[src/design/lsu_op_pkg.sv]
`default_nettype none

package lsu_op_pkg;

   // ========================================
   // Command port encodings
   // ========================================

   typedef logic [1:0] width_t;                 // Access width carried by i_cmd_width

   localparam width_t WIDTH_BYTE = 2'b00;       // Single byte, any offset
   localparam width_t WIDTH_HALF = 2'b01;       // Halfword, offset 0 or 2
   localparam width_t WIDTH_WORD = 2'b10;       // Full word, offset 0 only

   localparam logic OP_LOAD  = 1'b0;            // Value of i_cmd_we for a load
   localparam logic OP_STORE = 1'b1;            // Value of i_cmd_we for a store

   // ========================================
   // Serial datapath constants
   // ========================================

   localparam int unsigned WORD_BITS = 32;      // Bits moved per serial pass
   localparam int unsigned CNT_W     = 5;       // Enough to count WORD_BITS positions

   // Count value of the final bit in a pass
   localparam logic [CNT_W-1:0] CNT_LAST = CNT_W'(WORD_BITS - 1);

endpackage

`default_nettype wire

[src/design/wb_bus_pkg.sv]
`default_nettype none

package wb_bus_pkg;

   // ========================================
   // Wishbone data bus geometry
   // ========================================

   localparam int unsigned DAT_W = 32;          // Data bus width in bits
   localparam int unsigned SEL_W = DAT_W / 8;   // One select line per byte lane

   // Byte offset bits inside a bus word
   // The master drives these address bits as zero
   localparam int unsigned OFS_W = $clog2(SEL_W);

endpackage

`default_nettype wire

[src/design/lsu_bit_counter.sv]
`default_nettype none

module lsu_bit_counter (
   input  logic       i_clk,
   input  logic       i_rst,
   input  logic       i_cnt_en,
   output logic [1:0] o_bytecnt,
   output logic       o_cnt_done
);

   logic [lsu_op_pkg::CNT_W-1:0] cnt;           // Current serial bit position

   // ========================================
   // Bit position counter
   // ========================================

   // Free-running while enabled and wraps naturally after the last bit,
   // so every init and readout pass starts again from position zero
   always_ff @(posedge i_clk) begin
      if (i_rst) begin
         cnt <= '0;                             // Idle position after reset
      end else if (i_cnt_en) begin
         cnt <= cnt + 1'b1;                     // One step per serial cycle
      end
   end

   // Upper two bits tell which byte lane the current bit belongs to
   assign o_bytecnt  = cnt[lsu_op_pkg::CNT_W-1 -: 2];

   // High during the final bit of a pass
   assign o_cnt_done = (cnt == lsu_op_pkg::CNT_LAST);

endmodule

`default_nettype wire

[src/design/lsu_mem_if.sv]
`default_nettype none

module lsu_mem_if #(
   parameter bit WITH_MISALIGN_CHECK = 1'b1
) (
   input  logic                         i_clk,
   input  logic                         i_en,
   input  logic                         i_init,
   input  logic                         i_mem_op,
   input  logic [1:0]                   i_bytecnt,
   input  logic [1:0]                   i_lsb,
   input  lsu_op_pkg::width_t           i_width,
   input  logic                         i_signed,
   input  logic                         i_op_b,
   input  logic [wb_bus_pkg::DAT_W-1:0] i_wb_rdt,
   input  logic                         i_wb_ack,
   output logic                         o_rd,
   output logic                         o_misalign,
   output logic [wb_bus_pkg::DAT_W-1:0] o_wb_dat,
   output logic [wb_bus_pkg::SEL_W-1:0] o_wb_sel
);

   localparam int unsigned WORD_BITS = lsu_op_pkg::WORD_BITS;

   logic [WORD_BITS-1:0] dat;                   // Store data or latched load word
   logic                 signbit;               // Last valid load bit, reused for extension
   logic                 is_word;
   logic                 is_half;
   logic                 byte_valid;            // Current byte lane still inside the word
   logic                 dat_en;
   logic                 dat_cur;               // Load bit at the addressed lane
   logic                 dat_valid;             // Current bit lies inside the access width

   assign is_word = (i_width == lsu_op_pkg::WIDTH_WORD);
   assign is_half = (i_width == lsu_op_pkg::WIDTH_HALF);

   // ========================================
   // Serial shifting of the data register
   // ========================================

   // Shifting stops once the byte position plus the offset leaves the word,
   // so a store operand lands on the lanes picked by its address
   assign byte_valid = ({1'b0, i_bytecnt} + {1'b0, i_lsb}) < 3'd4;
   assign dat_en     = i_en & byte_valid;

   always_ff @(posedge i_clk) begin
      if (i_wb_ack) begin
         dat <= i_wb_rdt;                       // Load word arrives with the ack
      end else if (dat_en) begin
         // Operand enters at the top during init, zeros during readout
         dat <= {i_init & i_op_b, dat[WORD_BITS-1:1]};
      end
   end

   // ========================================
   // Load readout
   // ========================================

   // The addressed lane's bit 0 sits at offset times eight
   assign dat_cur   = dat[{i_lsb, 3'b000}];

   // Bytes use only lane 0, halves lanes 0 and 1, words all four
   assign dat_valid = is_word | (i_bytecnt == 2'b00) | (is_half & ~i_bytecnt[1]);

   always_ff @(posedge i_clk) begin
      if (i_en & dat_valid) begin
         signbit <= dat_cur;                    // Ends as the MSB of the accessed value
      end
   end

   // Past the width the last valid bit repeats when signed, else zero
   assign o_rd = i_mem_op & (dat_valid ? dat_cur : (signbit & i_signed));

   // ========================================
   // Bus data, selects and misalignment
   // ========================================

   assign o_wb_dat    = dat;

   assign o_wb_sel[3] = (i_lsb == 2'd3) | is_word | (is_half & i_lsb[1]);
   assign o_wb_sel[2] = (i_lsb == 2'd2) | is_word;
   assign o_wb_sel[1] = (i_lsb == 2'd1) | is_word | (is_half & ~i_lsb[1]);
   assign o_wb_sel[0] = (i_lsb == 2'd0);

   // Only meaningful from the decide phase on, where the sequencer samples it
   assign o_misalign  = WITH_MISALIGN_CHECK &
                        ((i_lsb[0] & (is_word | is_half)) | (i_lsb[1] & is_word));

endmodule

`default_nettype wire

[src/design/lsu_sequencer.sv]
`default_nettype none

module lsu_sequencer #(
   parameter int ADDR_W = 32
) (
   input  logic              i_clk,
   input  logic              i_rst,
   input  logic              i_cmd_stb,
   input  logic              i_cmd_we,
   input  logic [ADDR_W-1:0] i_cmd_adr,
   input  logic              i_cnt_done,
   input  logic              i_misalign,
   input  logic              i_wb_ack,
   output logic              o_cmd_ack,
   output logic              o_cnt_en,
   output logic              o_init,
   output logic              o_en,
   output logic              o_ser_load,
   output logic              o_des_clr,
   output logic              o_des_en,
   output logic              o_wb_cyc,
   output logic              o_wb_stb,
   output logic              o_wb_we,
   output logic [ADDR_W-1:0] o_wb_adr
);

   localparam int unsigned OFS_W = wb_bus_pkg::OFS_W;

   typedef enum logic [2:0] {
      PH_IDLE,                                  // Waiting for a command strobe
      PH_INIT,                                  // Operand shifts into the data register
      PH_DECIDE,                                // Misalignment is valid here
      PH_BUS,                                   // Wishbone cycle in progress
      PH_READ,                                  // Load result shifts out
      PH_DONE                                   // Ack cycle towards the host
   } phase_t;

   phase_t            phase;
   phase_t            phase_nxt;
   logic              accept;                   // Command taken this cycle
   logic              we_q;                     // Store flag of the command in flight
   logic [ADDR_W-1:0] adr_q;                    // Word address of the command in flight

   assign accept = (phase == PH_IDLE) & i_cmd_stb;

   // ========================================
   // Phase transitions
   // ========================================

   always_comb begin
      phase_nxt = phase;
      case (phase)
         PH_IDLE:   if (i_cmd_stb) phase_nxt = PH_INIT;
         PH_INIT:   if (i_cnt_done) phase_nxt = PH_DECIDE;   // After the 32nd init bit
         PH_DECIDE: phase_nxt = i_misalign ? PH_DONE : PH_BUS;  // No bus cycle if misaligned
         PH_BUS: begin
            if (i_wb_ack) begin
               phase_nxt = we_q ? PH_DONE : PH_READ;    // Stores finish right away
            end
         end
         PH_READ:   if (i_cnt_done) phase_nxt = PH_DONE;
         PH_DONE:   phase_nxt = PH_IDLE;                // Host drops or renews the strobe
         default:   phase_nxt = PH_IDLE;
      endcase
   end

   always_ff @(posedge i_clk) begin
      if (i_rst) begin
         phase <= PH_IDLE;
         we_q  <= 1'b0;
      end else begin
         phase <= phase_nxt;
         if (accept) begin
            we_q <= (i_cmd_we == lsu_op_pkg::OP_STORE);
         end
      end
   end

   // The bus only ever sees word addresses
   always_ff @(posedge i_clk) begin
      if (accept) begin
         adr_q <= {i_cmd_adr[ADDR_W-1:OFS_W], {OFS_W{1'b0}}};
      end
   end

   // ========================================
   // Strobes to the datapath and the bus
   // ========================================

   assign o_ser_load = accept;                  // Capture the store operand
   assign o_des_clr  = accept;                  // Stores and misaligned accesses return zero
   assign o_init     = (phase == PH_INIT);
   assign o_des_en   = (phase == PH_READ);
   assign o_cnt_en   = o_init | o_des_en;       // Counter runs in both serial passes
   assign o_en       = o_init | o_des_en;       // Data register shifts in both passes

   assign o_wb_cyc   = (phase == PH_BUS);
   assign o_wb_stb   = (phase == PH_BUS);       // Classic cycle, strobe follows cyc
   assign o_wb_we    = (phase == PH_BUS) & we_q;
   assign o_wb_adr   = adr_q;

   assign o_cmd_ack  = (phase == PH_DONE);

endmodule

`default_nettype wire

[src/design/lsu_top.sv]
`default_nettype none

module lsu_top #(
   parameter int ADDR_W              = 32,
   parameter bit WITH_MISALIGN_CHECK = 1'b1
) (
   input  logic                         i_clk,
   input  logic                         i_rst,
   input  logic                         i_cmd_stb,
   input  logic                         i_cmd_we,
   input  lsu_op_pkg::width_t           i_cmd_width,
   input  logic                         i_cmd_signed,
   input  logic [ADDR_W-1:0]            i_cmd_adr,
   input  logic [wb_bus_pkg::DAT_W-1:0] i_cmd_dat,
   input  logic [wb_bus_pkg::DAT_W-1:0] i_wb_rdt,
   input  logic                         i_wb_ack,
   output logic                         o_cmd_ack,
   output logic [wb_bus_pkg::DAT_W-1:0] o_cmd_rdat,
   output logic                         o_cmd_misalign,
   output logic                         o_wb_cyc,
   output logic                         o_wb_stb,
   output logic                         o_wb_we,
   output logic [ADDR_W-1:0]            o_wb_adr,
   output logic [wb_bus_pkg::DAT_W-1:0] o_wb_dat,
   output logic [wb_bus_pkg::SEL_W-1:0] o_wb_sel
);

   logic       cnt_en;                          // Counter advance
   logic       cnt_done;                        // Last bit of a serial pass
   logic [1:0] bytecnt;                         // Byte lane of the current bit
   logic       init;                            // Operand pass
   logic       en;                              // Data register shift enable
   logic       ser_load;
   logic       des_clr;
   logic       des_en;                          // Readout pass, also gates the load bit
   logic       ser_bit;                         // Operand bit towards the data register
   logic       rd_bit;                          // Load result bit towards the deserializer

   // ========================================
   // Control
   // ========================================

   lsu_sequencer #(
      .ADDR_W     (ADDR_W)
   ) lsu_sequencer_inst (
      .i_clk      (i_clk),
      .i_rst      (i_rst),
      .i_cmd_stb  (i_cmd_stb),
      .i_cmd_we   (i_cmd_we),
      .i_cmd_adr  (i_cmd_adr),
      .i_cnt_done (cnt_done),
      .i_misalign (o_cmd_misalign),             // Flag also goes out with the ack
      .i_wb_ack   (i_wb_ack),
      .o_cmd_ack  (o_cmd_ack),
      .o_cnt_en   (cnt_en),
      .o_init     (init),
      .o_en       (en),
      .o_ser_load (ser_load),
      .o_des_clr  (des_clr),
      .o_des_en   (des_en),
      .o_wb_cyc   (o_wb_cyc),
      .o_wb_stb   (o_wb_stb),
      .o_wb_we    (o_wb_we),
      .o_wb_adr   (o_wb_adr)
   );

   lsu_bit_counter lsu_bit_counter_inst (
      .i_clk      (i_clk),
      .i_rst      (i_rst),
      .i_cnt_en   (cnt_en),
      .o_bytecnt  (bytecnt),
      .o_cnt_done (cnt_done)
   );

   // ========================================
   // Serial datapath
   // ========================================

   operand_serializer operand_serializer_inst (
      .i_clk   (i_clk),
      .i_rst   (i_rst),
      .i_load  (ser_load),
      .i_shift (init),                          // Operand is only needed during init
      .i_dat   (i_cmd_dat),
      .o_bit   (ser_bit)
   );

   // Width, sign and offset come straight from the held command
   lsu_mem_if #(
      .WITH_MISALIGN_CHECK (WITH_MISALIGN_CHECK)
   ) lsu_mem_if_inst (
      .i_clk      (i_clk),
      .i_en       (en),
      .i_init     (init),
      .i_mem_op   (des_en),
      .i_bytecnt  (bytecnt),
      .i_lsb      (i_cmd_adr[wb_bus_pkg::OFS_W-1:0]),
      .i_width    (i_cmd_width),
      .i_signed   (i_cmd_signed),
      .i_op_b     (ser_bit),
      .i_wb_rdt   (i_wb_rdt),
      .i_wb_ack   (i_wb_ack),
      .o_rd       (rd_bit),
      .o_misalign (o_cmd_misalign),
      .o_wb_dat   (o_wb_dat),
      .o_wb_sel   (o_wb_sel)
   );

   result_deserializer result_deserializer_inst (
      .i_clk (i_clk),
      .i_rst (i_rst),
      .i_clr (des_clr),
      .i_en  (des_en),
      .i_bit (rd_bit),
      .o_dat (o_cmd_rdat)
   );

endmodule

`default_nettype wire

[src/design/operand_serializer.sv]
`default_nettype none

module operand_serializer (
   input  logic                             i_clk,
   input  logic                             i_rst,
   input  logic                             i_load,
   input  logic                             i_shift,
   input  logic [lsu_op_pkg::WORD_BITS-1:0] i_dat,
   output logic                             o_bit
);

   logic [lsu_op_pkg::WORD_BITS-1:0] sreg;      // Remaining operand bits, LSB next

   // ========================================
   // Parallel load, serial shift out
   // ========================================

   always_ff @(posedge i_clk) begin
      if (i_rst) begin
         sreg <= '0;
      end else if (i_load) begin
         sreg <= i_dat;                         // Captured when the command is taken
      end else if (i_shift) begin
         sreg <= {1'b0, sreg[lsu_op_pkg::WORD_BITS-1:1]};  // Next bit moves into place
      end
   end

   assign o_bit = sreg[0];                      // Bit 0 of the operand first

endmodule

`default_nettype wire

[src/design/result_deserializer.sv]
`default_nettype none

module result_deserializer (
   input  logic                             i_clk,
   input  logic                             i_rst,
   input  logic                             i_clr,
   input  logic                             i_en,
   input  logic                             i_bit,
   output logic [lsu_op_pkg::WORD_BITS-1:0] o_dat
);

   logic [lsu_op_pkg::WORD_BITS-1:0] word_q;    // Result under assembly

   // ========================================
   // Serial shift in, parallel result
   // ========================================

   always_ff @(posedge i_clk) begin
      if (i_rst | i_clr) begin
         word_q <= '0;                          // Stores and misaligned accesses read zero
      end else if (i_en) begin
         // New bits enter at the top, so the first one ends at bit 0
         word_q <= {i_bit, word_q[lsu_op_pkg::WORD_BITS-1:1]};
      end
   end

   assign o_dat = word_q;

endmodule

`default_nettype wire

[config.mk]
export PLATFORM = sky130hd
export DESIGN_NAME = lsu_top
export DESIGN_NICKNAME = d
export VERILOG_FILES = /design/src/design/lsu_op_pkg.sv /design/src/design/wb_bus_pkg.sv /design/src/design/lsu_bit_counter.sv /design/src/design/lsu_mem_if.sv /design/src/design/lsu_sequencer.sv /design/src/design/lsu_top.sv /design/src/design/operand_serializer.sv /design/src/design/result_deserializer.sv
export SDC_FILE = /design/constraint.sdc
export NUM_CORES = 1
export LEC_CHECK = 0
export BUFFER_PORTS_ARGS = -buffer_cell sky130_fd_sc_hd__clkbuf_2
export CAP_MARGIN = 0
export CORE_MARGIN = 4
export CORE_UTILIZATION = 35
export DETAILED_ROUTE_END_ITERATION = 16
export SYNTH_ARGS = -nofsm -noshare
export SYNTH_HDL_FRONTEND = slang
export SYNTH_SLANG_ARGS = --single-unit
[constraint.sdc]
create_clock -name i_clk -period 3.8 [get_ports i_clk]
set_input_delay 0.57 -clock i_clk [delete_from_list [all_inputs] [get_ports i_clk]]
set_output_delay 0.57 -clock i_clk [all_outputs]
set_load 0.02 [all_outputs]
======== After elaboration in Yosys (flattened, before gate mapping) ========
Cells that the tools add are included.
storage, ports and cells
  logic and storage cells ................. 72
  input port bits ......................... 104
  register bits after elaboration ......... 136
operators by class
  reductions and logical operators ........ 6
  bitwise gates (word level) .............. 25
  $lt $le $gt $ge ......................... 2
  equality and inequality tests ........... 15
  muxes and demuxes ....................... 14
  add/subtract/negate cells ............... 2
operators by type and width
  operator                                                              count
  32-bit 2-to-1 mux                                                     4
  3-bit 2-to-1 mux                                                      5
  3-bit case mux with 5 select lines                                    1
  1-bit bitwise AND                                                     12
  1-bit bitwise OR                                                      11
  2-bit != test, second input constant                                  4
  2-bit == test, second input constant                                  3
  3-bit by 2-bit == test with 1-bit output, second input constant       2
  3-bit == test, second input constant                                  2
  5-bit by 6-bit < comparator with 1-bit output, second input constant  1
  5-bit by 1-bit adder with 5-bit output, second input constant         1
  5-bit == test, second input constant                                  1
  2-bit by 1-bit == test with 1-bit output, second input constant       2
  2-bit zero test                                                       2
  4-bit AND reduction                                                   1
  2-bit nonzero test                                                    2
  2-bit by 2-bit adder with 3-bit output                                1
  3-bit by 1-bit == test with 1-bit output, second input constant       1
  3-bit zero test                                                       1
  3-bit < comparator, second input constant                             1
  1-bit 2-to-1 mux                                                      3
  1-bit binary-select mux with 2-bit select                             1
  1-bit NOT                                                             2

======== Depth between registers and ports, before layout ========
Gate-level depths: netlist of the first run.
  depth in word-level cells ............... 6
  gate-level depth with buffers ........... 7
  gate-level depth less buffers ........... 7

======== By module ========
A second synthesis of the first run with hierarchy kept.
second synthesis, totals
  cell total of the unflattened synthesis .. 441
  area, all modules ....................... 5,899.4 um^2
by module, submodules not included
  module               seq. area each (um^2)  cells an instance  area an instance (um^2)  times used
  operand_serializer   640.6                  142                1,661.6                  1
  lsu_mem_if           991.0                  96                 1,546.5                  1
  lsu_sequencer        980.9                  74                 1,268.7                  1
  result_deserializer  640.6                  105                1,156.1                  1
  lsu_bit_counter      100.1                  24                 266.5                    1

======== Worst setup path after synthesis of the first run ========
No wires, ideal clock.
  path type ............................... in2reg
  start point ............................. input i_wb_ack
  end point ............................... register lsu_mem_if_inst.dat[0] (netlist: lsu_mem_if_inst.o_wb_dat[0]), enable pin
  setup slack ............................. 1.530 ns
  data arrival time ....................... 1.882 ns
  stages .................................. 3
  path buffers ............................ 2
  cells stage by stage .................... clkbuf_1 > buf_1 > a21o_1
on the way
  cells in the longest elaborated chain, start to end .. 1
RTL lines
  element                              line              RTL
  start, declared                      lsu_top.sv:16     input logic i_wb_ack,
  2-bit nonzero test (no source line)  --
  end signal, assigned                 lsu_mem_if.sv:48  dat <= i_wb_rdt;
  end signal, assigned                 lsu_mem_if.sv:51  dat <= {i_init & i_op_b, dat[WORD_BITS-1:1]};
  end, declared                        lsu_mem_if.sv:25  logic [WORD_BITS-1:0] dat;
Every way passes these cells.
A chain may end at the register's enable or synchronous reset.

======== Worst setup path in the final report of the first run ========
  start point ............................. register lsu_sequencer_inst.phase[1]
  end point ............................... output o_wb_we
on the way
  cells in the longest elaborated chain, start to end .. 2
RTL lines
  element                                   line                 RTL
  start, declared                           lsu_sequencer.sv:38  phase_t phase;
  start signal, assigned                    lsu_sequencer.sv:72  phase <= phase_nxt;
  3-bit by 2-bit == test with 1-bit output  lsu_sequencer.sv:99  assign o_wb_we = (phase == PH_BUS) & we_q;
  1-bit bitwise AND                         lsu_sequencer.sv:99
  end, declared                             lsu_top.sv:22        output logic o_wb_we,
Every way passes these cells.

==> summary.md, run 1 <==
| Metric | Value |
|---|---|
| Global route total overflow | 0 |
| Synth Area per Inst | about 11 sq um |
| Routed Antenna Nets | 0 |
| Top FF cell, synth | dfxtp_1 |
| Hold EP | lsu_sequencer_inst.o_wb_adr[11]$_DFFE_PP_ |
| Worst min-delay path class | input port to register |
| Mux cell area share after synthesis | 7.56% |
| Leakage power total | 2.91 nW |
| Sequential cell area fraction in the yosys report | 63.1% |
| Number of synthesized register bits | 136 |
| Post-route setup TNS | 0 ns |
| Final Hold Viols | 0 |
| DRC | 0 |
| Row count | 44 |
| Clock Path Buffers | 2 |
| Launch point of the worst reg-to-reg path | lsu_sequencer_inst.phase[1]$_SDFFE_PP0P_ |
| Max Slew Vio Count | 0 |
| Worst-path clk slew | 0.06 ns |
| Post_cts resized | 0 |
| Synth Cell Area | 5310 sq um |
| Number of diodes | 0 |
| CP Capture Type | output pin |
| Core Box Area | between 10000 and 15000 sq um |
| Post-synth top area cell | edfxtp_1 |
| First-pass GRT wire length | about 21 mm |
| WL final | 13.1 mm |
| CTS root buf | clkbuf_16 |
| Clock power share | approximately 34% |
| Fin Clk Skew | 0.00880 ns |
| RSZ-0062 raised after global routing | false |
| Vias | around 4200 |
| Vias in the first global route | around 4100 |
| Post-Synth XOR/XNOR Area | 0.660% |
| Routed length on met1 | 5.65 mm |
| CP arrival | between 2 and 2.5 ns |
| Synth top area share | 35.6% |
| Clock sinks | 136 |
| Die Span Y | 131 microns |
| Total die area | 17200 sq um |
| Pre-CTS setup slack | 1.47 ns |
| Final-report setup violation count | 0 |
| Crit path launch type | register |
| Final nets | 780 |
| Largest family of logic cells by synthesized area | compound AO/OA/AOI/OAI gates |
| Synth unique cells | 42 |
| Routed wl met3 | 815 microns |
| CP Max Fanout | 13 |
| Final setup margin | 1.14 ns |
| Synthesis-to-finish area growth | 33.7% |
| Crit path kind | register to output pin |
| WHS Path Cells | 1 |
| R2R Setup Slk | 1.46 ns |
| Clk Latency, worst-skew pair | 0.40 ns |
| Number of setup buffers added after CTS | 0 |
| Vias/cell | 4.87 |
| Worst Tran Pin Value | 1.10 ns |
| Ranking of synthesized cells by area | edfxtp_1 (36%), dfxtp_1 (28%), nand2_1 (7.3%) |
| Multi-input logic area | 1780 sq um |
| CTS tree | yes |
| Required @ worst endpoint | approximately 3.2 ns |
| Largest net degree at the start of global routing | 43 |
| H-tree levels | 4 |
| Most common cell after layout, fill and taps aside | clkbuf_2 |
| Detailed-route wire length per cell | 15.1 microns |
| Sequential power share | between 40% and 50% |
| Fraction of layout cells with a size suffix above 1 | between 40 and 50% |
| Slew headroom | between 20% and 30% |
| Initial antenna violation count | 0 |
| TritonCTS Buffers | 17 |
| Synth Area in Adders | 1.18% |
| Die width | 131 microns |
| Final worst-path cycle share | 70.0% |
| Fin crit period | 2.66 ns |
| Worst reg2reg path depth | 7 |
| Post-synth EDFFs | between 60 and 70 |
| Compound-cell area share of the yosys netlist | 13.3% |
| Worst Hold Launch | i_cmd_adr[11] |
| Detail Route met2 WL | 6.41 mm |
| P per Cell Area | 726 nW/um^2 |
| Post-DP HPWL | 9.39 mm |
| Gp weighted congestion | 0.740 |
| Most frequent cells in the layout | clkbuf_2 (206), nand2_1 (103), dfxtp_1 (73) |
| Reg-to-Reg End | operand_serializer_inst.sreg[13]$_SDFFE_PP0P_ |
| Hold_buf cts | 0 |
| Synth warn | 0 |
| Synth Area in Simple Gates | 10.6% |
| Internal power | about 0.0035 W |
| Switching pwr | 0.00163 W |
| Initial Util | 36.1% |
| Switching Fraction | 31.5% |
| Run status | finished clean |
| Async SR Flop Fraction | 0% |
| Cells after DPL | 836 |
| Max Cap Viol | 0 |
| Io pins | 209 |
| Number of port buffers | 206 |
| Sequential Area | 3350 sq um |
| Synthesized instance count | 470 |
| Worst hold slack | 0.342 ns |
| Initial DRC count | ~210 |
| Fill cell count | 1362 |
| Non-Filler Instances | 868 |
| Achievable clock frequency | 376 MHz |
| Max IR drop VDD | 0.340 mV |
| GR Util All Layers | 14.9% |
| Gate power share | 25.6% |
| Top layer reached by signal wires | met4 |
| DR pass1 iterations | 4 |
metal layers:
metal,GRT usage (%),up-vias
met1,18.2,1982
met4,5.08,0
met2,25.1,157
li1,-,2074
met3,4.82,12
met5,0,-
power by group through the flow:
stage | Combinational, W | Sequential (W) | Clock [W]
4_1_cts | 0.00133 | 0.00211 | 0.00178
3_3_place_gp | 0.00130 | 0.00213 | 0
2_1_floorplan | 0.000640 | 0.00233 | 0
6_report | 0.00132 | 0.00211 | 0.00173
5_1_grt | 0.00144 | 0.00215 | 0.00184
3_5_place_dp | 0.00133 | 0.00214 | 0
metrics by stage:
| step | cell area [sq um] | util (%) | total power [W] |
|---|---|---|---|
| after floorplan | 5310 | - | 0.00297 |
| after global placement | 6480 | 44.1 | 0.00343 |
| after detailed placement | 6480 | 44.1 | 0.00347 |
| after CTS | 7100 | 48.3 | 0.00522 |
| after global routing | 7100 | 48.3 | 0.00543 |
| final | 7100 | 48.3 | 0.00516 |
kinds of logic (layout without fill, tap and decap cells):
group / after synthesis / count (layout)
DFF: 136 / 136
buffers and inverters: 40 / 253
other: 1 / 2
AOI/OAI and AO/OA: 116 / 116
muxes: 35 / 35
adders and majority gates: 5 / 5
xor gates and xnor gates: 4 / 4
and+or+nand+nor: 133 / 133
critical path, cell delays in order, from the launching register on:
cell      delay, ns
dfxtp_1        0.64
inv_1          0.22
nor3_1         0.45
and2_1         0.21
clkbuf_2       0.17
worst max-delay path by stage:
stage / startpoint / end / slack [ns] / cells past startpoint
CTS: lsu_sequencer_inst.phase[1]$_SDFFE_PP0P_ / o_wb_we / 1.13 / 4
global placement: i_wb_ack / lsu_sequencer_inst.phase[0]$_SDFFE_PP0P_ / 1.59 / 5
global route: lsu_sequencer_inst.phase[1]$_SDFFE_PP0P_ / o_wb_we / 1.02 / 4
finish: lsu_sequencer_inst.phase[1]$_SDFFE_PP0P_ / o_wb_we / 1.14 / 4
floorplan: i_wb_ack / lsu_mem_if_inst.o_wb_dat[0]$_DFFE_PP_ / 1.53 / 3
detailed placement: lsu_sequencer_inst.phase[1]$_SDFFE_PP0P_ / operand_serializer_inst.sreg[13]$_SDFFE_PP0P_ / 1.47 / 7
flip-flops by register name, summed over array words and instances (netlist names):
name / flops
lsu_mem_if_inst.signbit: 1
lsu_mem_if_inst.o_wb_dat: 32
lsu_bit_counter_inst.cnt: 5
lsu_sequencer_inst.phase: 3
result_deserializer_inst.o_dat: 32
operand_serializer_inst.sreg: 32
lsu_sequencer_inst.o_wb_adr: 30
lsu_sequencer_inst.we_q: 1
layout make-up:
class,instances,share of cell area [%]
Timing Repair Buffer,213,15.3
Inverter,8,0.423
Tap cell,184,3.24
Clock buffer,21,6.20
Multi-Input combinational cell,295,25.1
Sequential cell,136,47.2
Clock inverter,11,2.50
cell usage after synthesis (3+ instances only):
library cell / instances
buf_4: 4
ha_1: 5
o21ai_0: 3
mux2i_1: 3
a211oi_1: 3
o221ai_1: 3
inv_1: 6
nor2_1: 12
xnor2_1: 4
mux2_2: 31
buf_1: 7
nand2_1: 103
edfxtp_1: 63
and2_1: 3
clkbuf_1: 5
buf_2: 16
a22oi_1: 30
a21oi_1: 65
dfxtp_1: 73
nor3_1: 4
Power figures use the tool's default switching activity.
==> inputs of run 2 (changes only) <==
clock period = 2.6 ns   (was 3.8 ns; I/O delays follow)
==> run 2 against run 1 <==
Routed wire length shrank 1.1%. Highest routed layer unchanged. Worst hold slack got worse by 0.19 ns. Clock-buffer cell count is 4 lower. Critical path depth stayed put. Sequential power rose by 46%. Largest cell class unchanged. Critical path type unchanged. Largest power group unchanged. Clock skew is 0.0026 ns lower.
==> summary.md, run 2 (same netlist as run 1, synthesis figures left out) <==
| Metric | Value |
|---|---|
| Worst Hold Launch | i_cmd_adr[5] |
| CP Max Fanout | 13 |
| Clock Path Buffers | 2 |
| CP Capture Type | output pin |
| First-pass GRT wire length | 20.9 mm |
| Met3 usage | 4.89% |
| Vias | 4244 |
| Vias/cell | 4.87 |
| Crit path launch type | register |
| Core Box Area | ~15000 sq um |
| Final nets | between 700 and 800 |
| Worst-path clk slew | 0.06 ns |
| Final-report setup violation count | 0 |
| Grt met1 use | 18.0% |
| GR Util met2 | about a quarter |
| Detailed-route wire length per cell | approximately 15 microns |
| Number of diodes | 0 |
| Gp weighted congestion | 0.739 |
| Synthesis-to-finish area growth | 34.1% |
| Most common cell after layout, fill and taps aside | clkbuf_2 |
| Slew headroom | 57.8% |
| DR pass1 iterations | 6 |
| P per Cell Area | roughly 1000 nW/um^2 |
| Required @ worst endpoint | 2.21 ns |
| Reg-to-Reg End | lsu_mem_if_inst.o_wb_dat[10]$_DFFE_PP_ |
| Row count | 44 |
| Final worst-path cycle share | 93.4% |
| Largest net degree at the start of global routing | 62 |
| Routed Antenna Nets | 0 |
| Hold EP | lsu_sequencer_inst.o_wb_adr[5]$_DFFE_PP_ |
| Clock sinks | between 100 and 150 |
| Most frequent cells in the layout | clkbuf_2 (206), nand2_1 (103), dfxtp_1 (73) |
| Post-DP HPWL | 9.37 mm |
| Clk Latency, worst-skew pair | 0.41 ns |
| Io pins | around 210 |
| Worst Tran Pin Value | roughly 0.63 ns |
| Number of setup buffers added after CTS | 0 |
| Design Power | between 0.007 and 0.008 W |
| WHS Path Cells | 1 |
| CTS tree | yes |
| Total die area | 17200 sq um |
| Crit path kind | register to output pin |
| Worst reg2reg path depth | 5 |
| Achievable clock frequency | ~400 MHz |
| Max Slew Vio Count | 0 |
| CP arrival | 2.04 ns |
| Run status | finished clean |
| GRT busiest layer | met2 |
| Leakage power total | 2.91 nW |
| Worst min-delay path class | input port to register |
| Max Cap Viol | 0 |
| WL final | 12.9 mm |
| Initial DRC count | 181 |
| Fraction of layout cells with a size suffix above 1 | 41.8% |
| Launch point of the worst reg-to-reg path | lsu_sequencer_inst.phase[2]$_SDFFE_PP0P_ |
| Initial Util | between 30 and 40% |
| Post_cts resized | 0 |
| Fin crit period | 2.43 ns |
| Post-route setup TNS | 0 ns |
| Max IR drop VDD | approximately 0.47 mV |
| DRC | 0 |
| Vias in the first global route | about 4100 |
| Fin Clk Skew | 0.00624 ns |
| CTS root buf | clkbuf_16 |
| Initial antenna violation count | 0 |
| Final Hold Viols | 0 |
| Hold_buf cts | 0 |
| R2R Setup Slk | 0.67 ns |
| Global route total overflow | 0 |
| Number of port buffers | ~210 |
| RSZ-0062 raised after global routing | false |
| H-tree levels | 4 |
| GR Util All Layers | 14.9% |
| TritonCTS Buffers | 17 |
| Die width | 131 microns |
| Die Span Y | 131 microns |
-- run 2: cell types whose count changed in the layout (fill, tap and decap cells not counted), moves of 2 or more --
cell	change
buf_12	+2
bufinv_16	-3
clkbuf_1	-4
clkinv_1	-4
clkinv_4	+2
clkinvlp_4	+3
inv_6	+6
-- run 2: final cells by class --
class                           instances  area (sq um)
Fill cell                            1350          7580
Sequential cell                       136          3350
Multi-Input combinational cell        295          1780
Timing Repair Buffer                  216          1130
Clock buffer                           17           425
Tap cell                              184           230
Clock inverter                         15           165
Inverter                                8          30.0
-- run 2: metal layers --
layer | up-vias | wire (microns) | part of all wire, %
li1 | 2095 | - | -
met1 | 1977 | 5490 | 42
met2 | 145 | 6240 | 48
met3 | 27 | 801 | 6.2
met4 | 0 | 390 | 3.0
met5 | - | 0 | 0
-- run 2: how the worst max path moves through the flow --
stage,startpoint,end
after global placement,lsu_sequencer_inst.phase[1]$_SDFFE_PP0P_,o_wb_we
after CTS,lsu_sequencer_inst.phase[1]$_SDFFE_PP0P_,o_wb_we
after detailed placement,lsu_sequencer_inst.phase[1]$_SDFFE_PP0P_,o_wb_we
after global routing,lsu_sequencer_inst.phase[1]$_SDFFE_PP0P_,o_wb_we
after floorplan,i_wb_ack,lsu_mem_if_inst.o_wb_dat[0]$_DFFE_PP_
final,lsu_sequencer_inst.phase[1]$_SDFFE_PP0P_,o_wb_we
-- run 2: stage by stage --
step | setup slack (ns) | utilization [%] | cell area [sq um] | hold WS (ns) | cells
2_1_floorplan | 0.510 | - | 5310 | 0.436 | 471
3_3_place_gp | 0.646 | 44.4 | 6530 | 0.442 | 839
3_5_place_dp | 0.610 | 44.4 | 6530 | 0.446 | 839
4_1_cts | 0.143 | 48.4 | 7120 | 0.127 | 871
5_1_grt | 0.0242 | 48.4 | 7120 | 0.131 | 871
6_report | 0.172 | 48.4 | 7120 | 0.153 | 871
-- run 2: where the power goes --
group	switching [W]	internal (W)	leakage, nW	total, W
Clock	0.000939	0.00143	0.274	0.00237
Sequential	0.000260	0.00282	1.21	0.00308
Combinational	0.00129	0.000712	1.43	0.00200
Total	0.00249	0.00496	2.91	0.00745
-- run 2: worst max-delay path, cell delays in order, from the launching register on --
cell and delay, ns:
dfxtp_1 0.65, inv_1 0.21, nor3_1 0.42, and2_1 0.19, clkbuf_2 0.16
==> inputs of run 3 (changes only) <==
SYNTH_HIERARCHICAL = 1   (was default)
==> run 3 against run 2 <==
Register-to-register slack improved by 0.03 ns. Combinational power down 50%. Critical path type unchanged. First-iteration DRC count fell by 18%. Synthesized cell count is 6.2% lower. Clock skew is 0.0025 ns higher.
==> summary.md, run 3 <==
| Metric | Value |
|---|---|
| Run status | finished clean |
| Gp weighted congestion | 0.707 |
| Worst Tran Pin Value | 0.540 ns |
| Synth top area share | 32.1% |
| Leakage power total | 3.13 nW |
| Most frequent cells after synthesis | dfxtp_1 (73), mux2i_1 (67), edfxtp_1 (63) |
| Post-synth top area cell | edfxtp_1 |
| Design Power | 0.00598 W |
| Final Hold Viols | 0 |
| Ranking of synthesized cells by area | edfxtp_1 (32%), dfxtp_1 (25%), mux2i_1 (11%) |
| Final nets | 750 |
| WL final | 12.8 mm |
| Met3 usage | 4.24% |
| First-pass GRT wire length | roughly 20 mm |
| Hold_buf cts | 0 |
| Top FF cell, synth | dfxtp_1 |
| Total die area | 19000 sq um |
| Synth Cell Area | about 5900 sq um |
| Most frequent cells in the layout | clkbuf_2 (206), dfxtp_1 (73), mux2i_1 (67) |
| Cells along the critical path | and2b_1 > and2_1 > clkbuf_2 |
| Vias in the first global route | around 4000 |
| TritonCTS Buffers | 17 |
| Clock sinks | 136 |
| Synth unique cells | 48 |
| Post-synth EDFFs | 63 |
| Core Box Area | 16500 sq um |
| Final-report setup violation count | 0 |
| Max Slew Vio Count | 0 |
| Initial antenna violation count | 0 |
| Initial DRC count | 149 |
| RSZ-0062 raised after global routing | false |
| Non-Filler Instances | 874 |
| Crit path kind | register to output pin |
| Placed inst area | 7000 sq um |
| Synthesized instance count | 441 |
| Fin Clk Skew | 0.00874 ns |
| CP arrival | 1.66 ns |
| Routed Antenna Nets | 0 |
| Number of diodes | 0 |
| CP Max Fanout | 12 |
| CP Capture Type | output pin |
| Achievable clock frequency | 488 MHz |
| CP max-delay cell | dfxtp_1 |
| Global route total overflow | 0 |
| Post-route setup TNS | 0 ns |
| Final Cell Area | 7580 sq um |
| Die width | about 140 microns |
| H-tree levels | 4 |
| Final worst-path cycle share | 78.8% |
| GRT busiest layer | met2 |
| Number of port buffers | 206 |
| Grt met1 use | 17.1% |
| Die Span Y | 138 microns |
| Vias | 4019 |
| Async SR Flop Fraction | 0% |
| Cells after DPL | 842 |
| Number of setup buffers added after CTS | 0 |
| Max Cap Viol | 0 |
| Max IR drop VDD | 0.418 mV |
| Sequential cell area fraction in the yosys report | approximately 57% |
| Synth warn | 6 |
| Post-DP HPWL | slightly above 9 mm |
| Clock Path Buffers | 2 |
| Max incr delay on CP | between 0.6 and 0.7 ns |
| Largest net degree at the start of global routing | 47 |
| Post_cts resized | 0 |
| Final Util | 45.8% |
| P per Cell Area | 789 nW/um^2 |
| Detailed-route wire length per cell | 14.7 microns |
| Worst-path clk slew | 0.06 ns |
| Most common cell after layout, fill and taps aside | clkbuf_2 |
| Worst min-delay path class | input port to register |
| Slew headroom | roughly 64% |
| Required @ worst endpoint | 2.21 ns |
| Clk Latency, worst-skew pair | 0.41 ns |
| Number of synthesized register bits | 136 |
| GR Util met2 | between 20% and 30% |
| Fraction of layout cells with a size suffix above 1 | a little under 50% |
| DRC | 0 |
| DR pass1 iterations | 4 |
| Vias/cell | ~4.6 |
| Fin crit period | 2.05 ns |
| Synthesis-to-finish area growth | 28.4% |
| Initial Util | between 30% and 40% |
| Crit path launch type | register |
| Synth Area per Inst | 13.4 sq um |
| Row count | 47 |
| CTS root buf | clkbuf_16 |
| Most frequent cell after synthesis | dfxtp_1 |
| CTS tree | yes |
| Io pins | roughly 210 |
| GR Util All Layers | 13.4% |
run 3: cell type report:
type                            instances  area [sq um]
Clock buffer                           20           478
Clock inverter                         12           101
Fill cell                            1598          8950
Inverter                                8          30.0
Multi-Input combinational cell        262          2230
Sequential cell                       136          3350
Tap cell                              220           275
Timing Repair Buffer                  216          1110
run 3: cell families after synthesis:
kind of cell	Yosys count	share of synthesized area [%]
AOI/OAI and AO/OA	50	8.82
other	1	0.0636
DFF	136	56.8
muxes	100	17.9
xor gates and xnor gates	2	0.297
adders and majority gates	5	1.06
and+or+nand+nor	103	9.52
buffers and inverters	44	5.47
run 3: worst paths after layout:
kind / from / endpoint / slack, ns / depth (start not counted)
max reg2reg: lsu_sequencer_inst/phase[0]$_SDFFE_PP0P_ / operand_serializer_inst/sreg[6]$_SDFFE_PP0P_ / 0.70 / 4
min reg2reg: result_deserializer_inst/o_dat[0]$_SDFFE_PP0P_ / result_deserializer_inst/o_dat[0]$_SDFFE_PP0P_ / 0.50 / 2
min: i_cmd_adr[17] / lsu_sequencer_inst/o_wb_adr[17]$_DFFE_PP_ / 0.15 / 1
max: lsu_sequencer_inst/phase[1]$_SDFFE_PP0P_ / o_wb_stb / 0.55 / 3
run 3: power by group:
group | switching [W] | internal (W) | total [W]
logic | 0.000582 | 0.000430 | 0.00101
registers | 0.000125 | 0.00251 | 0.00263
clock network | 0.000976 | 0.00136 | 0.00233
run 3: critical path: cells and delay by family, from the launching register on:
family	cells	cell delay, ns
buffers and inverters	1	0.18
flip-flops	1	0.61
AND/OR/NAND/NOR	2	0.46
run 3: layer usage:
metal  vias to the layer above  wire [microns]
met2                       138            6060
met5                         -               0
met4                         0             189
met1                      1880            5660
li1                       1987               -
met3                        14             905
run 3: stage by stage:
stage                     worst slack [ns]  hold slack [ns]
final                                0.550            0.150
after detailed placement             0.700            0.492
after global routing                 0.390            0.126
after global placement               0.767            0.471
after CTS                            0.519            0.130
after floorplan                      0.143            0.455
